### config.mk
export PLATFORM = sky130hd
export DESIGN_NAME = agu_top
export DESIGN_NICKNAME = d
export VERILOG_FILES = /design/src/verilog/agu_pkg.sv /design/src/verilog/agu_addr_gen.sv /design/src/verilog/agu_amo_alu.sv /design/src/verilog/agu_amo_buf.sv /design/src/verilog/agu_amo_fsm.sv /design/src/verilog/agu_top.sv
export VERILOG_INCLUDE_DIRS = /design/src /design/src/verilog
export SDC_FILE = /design/constraint.sdc
export NUM_CORES = 1
export LEC_CHECK = 0
export BUFFER_PORTS_ARGS = -buffer_cell sky130_fd_sc_hd__buf_4
export CAP_MARGIN = 15
export CORE_MARGIN = 8
export CORE_UTILIZATION = 41
export DETAILED_ROUTE_END_ITERATION = 10
export PLACE_DENSITY = 0.68
export RECOVER_POWER = 25
export SLEW_MARGIN = 20
export SYNTH_ARGS = -nofsm -noshare
export SYNTH_HDL_FRONTEND = slang
export SYNTH_SLANG_ARGS = --single-unit
### constraint.sdc
create_clock -name clk -period 5.8 [get_ports clk]
set_clock_uncertainty 0.05 [all_clocks]
set_input_delay 1.16 -clock clk [delete_from_list [all_inputs] [get_ports clk]]
set_output_delay 1.16 -clock clk [all_outputs]
set_load 0.01 [all_outputs]
### src/verilog/agu_settings.svh
`ifndef AGU_SETTINGS_SVH
`define AGU_SETTINGS_SVH

// data path width, only 32 is supported
`define AGU_XLEN 32

// byte address width
`define AGU_ADDR_SIZE 32

// one write-enable bit per byte lane
`define AGU_MASK_W (`AGU_XLEN/8)

`endif

### src/verilog/agu_pkg.sv
`default_nettype none

`include "agu_settings.svh"

package agu_pkg;

	typedef logic [`AGU_XLEN-1:0]      xlen_t;  // operands and data
	typedef logic [`AGU_ADDR_SIZE-1:0] addr_t;  // byte address
	typedef logic [`AGU_MASK_W-1:0]    wmask_t; // byte lanes
	typedef logic [1:0]                size_t;  // 0 byte, 1 half, 2 word

	typedef enum logic [1:0] {
		OP_LOAD  = 2'd0,
		OP_STORE = 2'd1,
		OP_AMO   = 2'd2
	} agu_op_t;

	// atomic read-modify-write flavours
	typedef enum logic [3:0] {
		AMO_SWAP = 4'd0,
		AMO_ADD  = 4'd1,
		AMO_AND  = 4'd2,
		AMO_OR   = 4'd3,
		AMO_XOR  = 4'd4,
		AMO_MAX  = 4'd5,
		AMO_MIN  = 4'd6,
		AMO_MAXU = 4'd7,
		AMO_MINU = 4'd8
	} amo_op_t;

	typedef enum logic [2:0] {
		S_IDLE        = 3'd0,
		S_FIRST       = 3'd1, // locked read issued, waiting for data
		S_ALU         = 3'd2,
		S_READY       = 3'd3,
		S_WAIT_SECOND = 3'd4, // write command pending
		S_SECOND      = 3'd5, // waiting for write response
		S_WBCK        = 3'd6
	} amo_state_t;

endpackage

`default_nettype wire

### src/verilog/agu_addr_gen.sv
`timescale 1ns/10ps
`default_nettype none

`include "agu_settings.svh"

module agu_addr_gen (
	input  agu_pkg::agu_op_t i_op,
	input  agu_pkg::size_t   i_size,
	input  agu_pkg::xlen_t   i_rs1,
	input  agu_pkg::xlen_t   i_rs2,
	input  agu_pkg::xlen_t   i_imm,
	output agu_pkg::addr_t   addr,
	output logic             addr_unalgn,
	output agu_pkg::xlen_t   st_wdata,
	output agu_pkg::wmask_t  st_wmask
);

	agu_pkg::xlen_t  ofst;
	agu_pkg::xlen_t  sum;
	agu_pkg::wmask_t size_mask;
	logic            size_hw;
	logic            size_w;

	// atomics address rs1 directly
	assign ofst = (i_op == agu_pkg::OP_AMO) ? '0 : i_imm;
	assign sum  = i_rs1 + ofst;
	assign addr = sum[`AGU_ADDR_SIZE-1:0];

	assign size_hw = (i_size == 2'd1);
	assign size_w  = (i_size == 2'd2);

	// halfword needs bit 0 clear, word needs both low bits clear
	assign addr_unalgn = (size_hw & addr[0])
		| (size_w & (|addr[1:0]));

	always_comb begin
		case (i_size)
			2'd0: begin
				st_wdata  = {(`AGU_XLEN/8){i_rs2[7:0]}}; // byte in every lane
				size_mask = agu_pkg::wmask_t'(1);
			end
			2'd1: begin
				st_wdata  = {(`AGU_XLEN/16){i_rs2[15:0]}};
				size_mask = agu_pkg::wmask_t'(3);
			end
			default: begin
				st_wdata  = i_rs2;
				size_mask = '1;
			end
		endcase
	end

	// lanes follow the low address bits
	assign st_wmask = size_mask << addr[1:0];

endmodule

`default_nettype wire

### src/verilog/agu_amo_alu.sv
`timescale 1ns/10ps
`default_nettype none

module agu_amo_alu (
	input  agu_pkg::amo_op_t amo_op,
	input  agu_pkg::xlen_t   mem_val,
	input  agu_pkg::xlen_t   rs2,
	output agu_pkg::xlen_t   result
);

	logic mem_lt_s; // mem_val below rs2, signed
	logic mem_lt_u;

	assign mem_lt_s = $signed(mem_val) < $signed(rs2);
	assign mem_lt_u = mem_val < rs2;

	always_comb begin
		case (amo_op)
			agu_pkg::AMO_SWAP: result = rs2;
			agu_pkg::AMO_ADD:  result = mem_val + rs2;
			agu_pkg::AMO_AND:  result = mem_val & rs2;
			agu_pkg::AMO_OR:   result = mem_val | rs2;
			agu_pkg::AMO_XOR:  result = mem_val ^ rs2;
			agu_pkg::AMO_MAX:  result = mem_lt_s ? rs2 : mem_val;
			agu_pkg::AMO_MIN:  result = mem_lt_s ? mem_val : rs2;
			agu_pkg::AMO_MAXU: result = mem_lt_u ? rs2 : mem_val;
			agu_pkg::AMO_MINU: result = mem_lt_u ? mem_val : rs2;
			default:           result = mem_val; // leave memory as read
		endcase
	end

endmodule

`default_nettype wire

### src/verilog/agu_amo_buf.sv
`timescale 1ns/10ps
`default_nettype none

module agu_amo_buf (
	input  logic                clk,
	input  logic                rst,
	input  agu_pkg::amo_state_t state,
	input  logic                rsp_valid,
	input  logic                rsp_err,
	input  agu_pkg::xlen_t      rsp_rdata,
	input  agu_pkg::xlen_t      alu_result,
	output agu_pkg::xlen_t      read_val,  // old memory value
	output agu_pkg::xlen_t      write_val,
	output logic                err
);

	logic first_rsp;
	logic second_rsp;

	assign first_rsp  = (state == agu_pkg::S_FIRST) & rsp_valid;
	assign second_rsp = (state == agu_pkg::S_SECOND) & rsp_valid;

	always_ff @(posedge clk) begin
		if (rst) begin
			read_val  <= '0;
			write_val <= '0;
		end else begin
			if (first_rsp)
				read_val <= rsp_rdata;
			if (state == agu_pkg::S_ALU)
				write_val <= alu_result; // one cycle after the read data
		end
	end

	// error of the read, plus any error on the write
	always_ff @(posedge clk) begin
		if (rst)
			err <= 1'b0;
		else if (first_rsp)
			err <= rsp_err;
		else if (second_rsp)
			err <= err | rsp_err;
	end

endmodule

`default_nettype wire

### src/verilog/agu_amo_fsm.sv
`timescale 1ns/10ps
`default_nettype none

module agu_amo_fsm (
	input  logic                clk,
	input  logic                rst,
	input  logic                start,       // read command taken in idle
	input  logic                addr_unalgn,
	input  logic                cmd_ready,
	input  logic                rsp_valid,
	input  logic                o_ready,
	output agu_pkg::amo_state_t state,
	output logic                unalgn_held,
	output logic                done
);

	agu_pkg::amo_state_t state_nxt;

	always_comb begin
		state_nxt = state;
		case (state)
			agu_pkg::S_IDLE: begin
				if (start)
					state_nxt = agu_pkg::S_FIRST;
			end
			agu_pkg::S_FIRST: begin
				if (rsp_valid)
					state_nxt = agu_pkg::S_ALU;
			end
			// alu and ready take one cycle each
			agu_pkg::S_ALU:   state_nxt = agu_pkg::S_READY;
			agu_pkg::S_READY: state_nxt = agu_pkg::S_WAIT_SECOND;
			agu_pkg::S_WAIT_SECOND: begin
				if (cmd_ready) // write command accepted
					state_nxt = agu_pkg::S_SECOND;
			end
			agu_pkg::S_SECOND: begin
				if (rsp_valid)
					state_nxt = agu_pkg::S_WBCK;
			end
			agu_pkg::S_WBCK: begin
				if (o_ready)
					state_nxt = agu_pkg::S_IDLE;
			end
			default: state_nxt = agu_pkg::S_IDLE;
		endcase
	end

	assign done = (state == agu_pkg::S_WBCK) & o_ready;

	always_ff @(posedge clk) begin
		if (rst)
			state <= agu_pkg::S_IDLE;
		else
			state <= state_nxt;
	end

	// keeps commit flags steady while the inputs are replayed
	always_ff @(posedge clk) begin
		if (rst)
			unalgn_held <= 1'b0;
		else if (start)
			unalgn_held <= addr_unalgn;
		else if (done)
			unalgn_held <= 1'b0;
	end

endmodule

`default_nettype wire

### src/verilog/agu_top.sv
`timescale 1ns/10ps
`default_nettype none

`include "agu_settings.svh"

module agu_top (
	input  logic              clk,
	input  logic              rst,
	input  logic              i_valid,
	output logic              i_ready,
	input  agu_pkg::agu_op_t  i_op,
	input  agu_pkg::size_t    i_size,
	input  agu_pkg::amo_op_t  i_amo_op,
	input  agu_pkg::xlen_t    i_rs1,
	input  agu_pkg::xlen_t    i_rs2,
	input  agu_pkg::xlen_t    i_imm,
	input  logic              oitf_empty,
	output logic              amo_wait,
	output logic              o_valid,
	input  logic              o_ready,
	output agu_pkg::xlen_t    o_wbck_wdat,
	output logic              o_wbck_err,
	output logic              o_cmt_misalgn,
	output logic              o_cmt_buserr,
	output logic              o_cmt_ld,
	output logic              o_cmt_stamo,
	output agu_pkg::addr_t    o_cmt_badaddr,
	output logic              icb_cmd_valid,
	input  logic              icb_cmd_ready,
	output agu_pkg::addr_t    icb_cmd_addr,
	output logic              icb_cmd_read,
	output agu_pkg::xlen_t    icb_cmd_wdata,
	output agu_pkg::wmask_t   icb_cmd_wmask,
	output logic              icb_cmd_lock,
	output agu_pkg::size_t    icb_cmd_size,
	input  logic              icb_rsp_valid,
	input  logic              icb_rsp_err,
	input  agu_pkg::xlen_t    icb_rsp_rdata
);

	agu_pkg::addr_t      addr;
	logic                addr_unalgn;
	agu_pkg::xlen_t      st_wdata;
	agu_pkg::wmask_t     st_wmask;
	agu_pkg::amo_state_t state;
	logic                unalgn_held;
	logic                amo_done;
	logic                amo_start;
	agu_pkg::xlen_t      alu_result;
	agu_pkg::xlen_t      read_val;
	agu_pkg::xlen_t      write_val;
	logic                amo_err;

	logic is_idle;
	logic is_wait2;
	logic is_wbck;
	logic is_ld;
	logic is_st;
	logic is_amo;
	logic unalgn;
	logic algn_ldst;
	logic algn_amo;
	logic unalgn_any; // misaligned load, store or atomic

	agu_addr_gen u_addr_gen (
		.i_op        (i_op),
		.i_size      (i_size),
		.i_rs1       (i_rs1),
		.i_rs2       (i_rs2),
		.i_imm       (i_imm),
		.addr        (addr),
		.addr_unalgn (addr_unalgn),
		.st_wdata    (st_wdata),
		.st_wmask    (st_wmask)
	);

	agu_amo_fsm u_amo_fsm (
		.clk         (clk),
		.rst         (rst),
		.start       (amo_start),
		.addr_unalgn (addr_unalgn),
		.cmd_ready   (icb_cmd_ready),
		.rsp_valid   (icb_rsp_valid),
		.o_ready     (o_ready),
		.state       (state),
		.unalgn_held (unalgn_held),
		.done        (amo_done)
	);

	agu_amo_alu u_amo_alu (
		.amo_op  (i_amo_op),
		.mem_val (read_val),
		.rs2     (i_rs2),
		.result  (alu_result)
	);

	agu_amo_buf u_amo_buf (
		.clk        (clk),
		.rst        (rst),
		.state      (state),
		.rsp_valid  (icb_rsp_valid),
		.rsp_err    (icb_rsp_err),
		.rsp_rdata  (icb_rsp_rdata),
		.alu_result (alu_result),
		.read_val   (read_val),
		.write_val  (write_val),
		.err        (amo_err)
	);

	assign is_idle  = (state == agu_pkg::S_IDLE);
	assign is_wait2 = (state == agu_pkg::S_WAIT_SECOND);
	assign is_wbck  = (state == agu_pkg::S_WBCK);

	assign is_ld  = (i_op == agu_pkg::OP_LOAD);
	assign is_st  = (i_op == agu_pkg::OP_STORE);
	assign is_amo = (i_op == agu_pkg::OP_AMO);

	// live check in idle, held flag once a sequence runs
	assign unalgn     = is_idle ? addr_unalgn : unalgn_held;
	assign algn_ldst  = ~unalgn & (is_ld | is_st);
	assign algn_amo   = ~unalgn & is_amo;
	assign unalgn_any = unalgn & (is_ld | is_st | is_amo);

	// locked read in idle, the write in wait_second
	assign icb_cmd_valid = (algn_ldst & i_valid & o_ready)
		| (algn_amo & is_idle & i_valid & o_ready & oitf_empty)
		| (algn_amo & is_wait2);

	assign amo_start = algn_amo & is_idle & icb_cmd_valid & icb_cmd_ready;

	assign icb_cmd_addr  = addr;
	assign icb_cmd_read  = algn_amo ? is_idle : is_ld;
	assign icb_cmd_lock  = algn_amo & is_idle;
	assign icb_cmd_size  = i_size;
	assign icb_cmd_wdata = is_amo ? write_val : st_wdata;
	// a failed read must not modify memory
	assign icb_cmd_wmask = is_amo ? (amo_err ? '0 : {`AGU_MASK_W{1'b1}}) : st_wmask;

	assign o_valid = is_wbck
		| (i_valid & algn_ldst & icb_cmd_ready)
		| (i_valid & unalgn_any);

	assign i_ready = algn_amo ? amo_done
		: unalgn_any ? (i_valid & o_ready)
		: (i_valid & icb_cmd_ready & o_ready);

	assign amo_wait = ~is_idle;

	assign o_wbck_wdat   = algn_amo ? read_val : {`AGU_XLEN{1'b0}};
	assign o_cmt_buserr  = algn_amo & amo_err;
	assign o_cmt_misalgn = unalgn_any;
	assign o_wbck_err    = o_cmt_buserr | o_cmt_misalgn;
	assign o_cmt_badaddr = addr;
	assign o_cmt_ld      = is_ld;
	assign o_cmt_stamo   = is_st | is_amo;

endmodule

`default_nettype wire
==> results.sh <==
export IMPL_status="finished, violations left"
export IMPL_violations="max-capacitance violations, max-slew violations"
export IMPL_synth_compound_area_share_pct=29.6
export IMPL_cp_arrival_ns=4.37
export IMPL_ios=289
export IMPL_cts_root_buffer="clkbuf_16"
export IMPL_hold_ws_ns=0.416
export IMPL_preCtsSetupSlack_ns=-0.0832
export IMPL_die_x_um=172
export IMPL_synthTopCellsByCount="nand2_1 (164), a21oi_1 (144), nor2_1 (136)"
export IMPL_grt_total_usage_pct=26.6
export IMPL_synthAdderAreaFrac_pct=16.8
export IMPL_regArea_sq_um=1380
export IMPL_synth_top_area_share_pct=16.4
export IMPL_final_cells=1971
export IMPL_clock_sinks=69
export IMPL_core_area_sq_um=24000
export IMPL_period_share_pct=96.1
export IMPL_synth_xor_area_share_pct=4.15
export IMPL_insertion_delay_ns=0.35
export IMPL_layout_nets=1918
export IMPL_routed_wl_mm=41.0
export IMPL_tightest_slew_ns=3.50
export IMPL_hold_viol_final=0
export IMPL_globalplace_congestion=0.984
export IMPL_cts_tree="done"
export IMPL_placedCellCount=1947
export IMPL_placed_cell_area_sq_um=12200
export IMPL_first_pass_iters=6
export IMPL_finalMaxSlewViolations=103
export IMPL_muxShareOfSynthArea_pct=3.26
export IMPL_multiInputGateArea_sq_um=7690
export IMPL_grt_pass1_vias=10900
export IMPL_slew_headroom_pct=-133
export IMPL_final_cell_area_sq_um=12600
export IMPL_synth_edf_count=0
export IMPL_dieArea_sq_um=29400
export IMPL_holdBufCountCts=0
export IMPL_synth_flop_cell="dfxtp_1"
export IMPL_grt_busiest_layer="met2"
export IMPL_wire_per_inst_um=20.8
export IMPL_ys_seq_area_share_pct=13.9
export IMPL_period_minus_slack_ns=5.58
export IMPL_synth_nets=1698
export IMPL_num_rows=57
export IMPL_hold_path_class="flop to flop"
export IMPL_yosys_area_share_simple_pct=22.7
export IMPL_diodes=0
export IMPL_start_util_pct=41.3
export IMPL_initialDrtViolationCount=1111
export IMPL_power_density_nw_per_um2=161
export IMPL_post_synth_top_area_cell="ha_1"
export IMPL_synth_top_family_by_area="compound AO/OA/AOI/OAI gates"
export IMPL_grtUsageMet2_pct=44.3
export IMPL_synth_area_sq_um=9910
export IMPL_layout_setup_ws_ns=0.225
export IMPL_antenna_found_initial=0
export IMPL_ys_ff_latch=69
export IMPL_ant_nets=0
export IMPL_grt_pass1_wl_mm=61.7
export IMPL_power_static_leakage_uw=0.00558
export IMPL_vias=11400
export IMPL_drive_above_1_share_pct=22.5
export IMPL_clockBufferDepth=2
export IMPL_cp_max_fo=7
export IMPL_synth_cell_types=70
export IMPL_worst_ep_required_time_ns=4.59
export IMPL_met1_usage_pct=34.1
export IMPL_cts_htree_levels=3
export IMPL_async_flop_share_pct=0
export IMPL_setup_viol=0
export IMPL_die_h_um=172
export IMPL_yosys_warnings=0
export IMPL_cts_inserted_buffers=9
export IMPL_grt_overflow=0
export IMPL_post_route_drc_count=0
export IMPL_start_kind="input pin"
export IMPL_clk_pin_slew_ns=0.07
export IMPL_drv_cap=2
export IMPL_dp_hpwl_mm=31.4
export IMPL_critPathKind="input pin to output pin"
export IMPL_ir_drop_v=0.000164
export IMPL_synthCells=1422
export IMPL_clock_fmax_mhz=179
export IMPL_cp_end_kind="output pin"
export IMPL_timing_setup_tns_ns=0
export IMPL_met3_usage_pct=5.26
export IMPL_avgViaCountPerCell=5.77
export IMPL_syn_to_final_growth_pct=26.6
export IMPL_grt_max_degree=71
export IMPL_synth_area_top_cells="ha_1 (16%), dfxtp_1 (14%), a21oi_1 (7.3%)"
export IMPL_synth_avg_cell_area_sq_um=6.97
export IMPL_synth_most_common_cell="nand2_1"
export IMPL_portBuffers=288
export IMPL_n_fill_cell=2417
-- layer usage --
metal  wire [um]  vias to the layer above  share of wire (%)
met4        1080                        0                2.6
met3        3810                       66                9.3
met2       18900                      549                 46
met5           0                        -                  0
met1       17200                     5310                 42
li1            -                     5445                  -
-- worst max-delay path: stages --
cell and delay (ns):
buf_4 0.12, inv_1 0.10, ha_4 0.19, clkbuf_4 0.20
buf_4 0.15, nor2b_1 0.05, ha_2 0.37, and3_1 0.22
o211ai_1 0.11, o21bai_1 0.19, and2_1 0.19, a211oi_2 0.31
o2111ai_2 0.20, a31oi_2 0.20, o21a_1 0.16, nor2_1 0.07
xnor2_2 0.20, buf_4 0.17
-- per-stage QoR --
stage	power [uW]	utilization, %
after floorplan	997	-
after global placement	1380	50.6
after detailed placement	1380	50.6
after CTS	2010	52.0
after global routing	2110	52.2
final	2010	52.2
-- cells by family after synthesis --
family                     count (synthesis)
and+or+nand+nor                          479
AOI/OAI and AO/OA                        452
buffers and inverters                    211
adders and majority gates                132
DFF                                       69
xor gates and xnor gates                  47
muxes                                     32
-- registers in the layout, summed over array words and instances (netlist names) --
register,count
u_amo_fsm.state,3
u_amo_buf.err,1
u_amo_fsm.unalgn_held,1
u_amo_buf.read_val,32
u_amo_buf.write_val,32
-- final timing paths --
| path | startpoint | to | slack [ns] | cells past startpoint |
|---|---|---|---|---|
| max | i_op[0] | icb_cmd_addr[30] | 0.22 | 18 |
| min | u_amo_fsm.unalgn_held$_SDFFE_PP0P_ | u_amo_fsm.unalgn_held$_SDFFE_PP0P_ | 0.42 | 2 |
| max reg2reg | u_amo_buf.read_val[30]$_SDFFE_PP0P_ | u_amo_buf.write_val[0]$_SDFFE_PP0P_ | 1.20 | 12 |
| min reg2reg | u_amo_fsm.unalgn_held$_SDFFE_PP0P_ | u_amo_fsm.unalgn_held$_SDFFE_PP0P_ | 0.42 | 2 |
-- layout by cell type, fill, tap and decap left out, types with 15 or more instances in the layout --
cell type  instances
clkbuf_1          15
nand2_1          164
nand3_1           25
o211ai_1          16
nor3_1            36
ha_1             127
o21ai_0          105
buf_4            310
a221oi_1          38
mux2i_1           30
dfxtp_1           69
xnor2_1           28
nor2b_1           44
inv_1             93
nor2_1           135
xor2_1            17
a21oi_1          142
a21o_1            24
a211oi_1          17
-- final cells by class --
cell class | count | share of cell area (%)
Timing Repair Buffer | 327 | 19.2
Multi-Input combinational cell | 1142 | 61.2
Tap cell | 324 | 3.23
Sequential cell | 69 | 11.0
Clock buffer | 9 | 1.79
Inverter | 93 | 2.78
Clock inverter | 7 | 0.778
-- power breakdown --
group | internal (uW) | total [uW] | switching (uW)
sequential | 476 | 479 | 2.54
combinational | 400 | 912 | 512
clock | 379 | 624 | 245
-- timing repair --
item | in CTS | in global routing
gates cloned | 0 | 0
pin swaps | 0 | 6
gates resized for setup | 3 | 13
buffers inserted | 0 | 8
setup endpoints to repair | 4 | 6
Note: power is estimated with default switching activity, not from simulation.
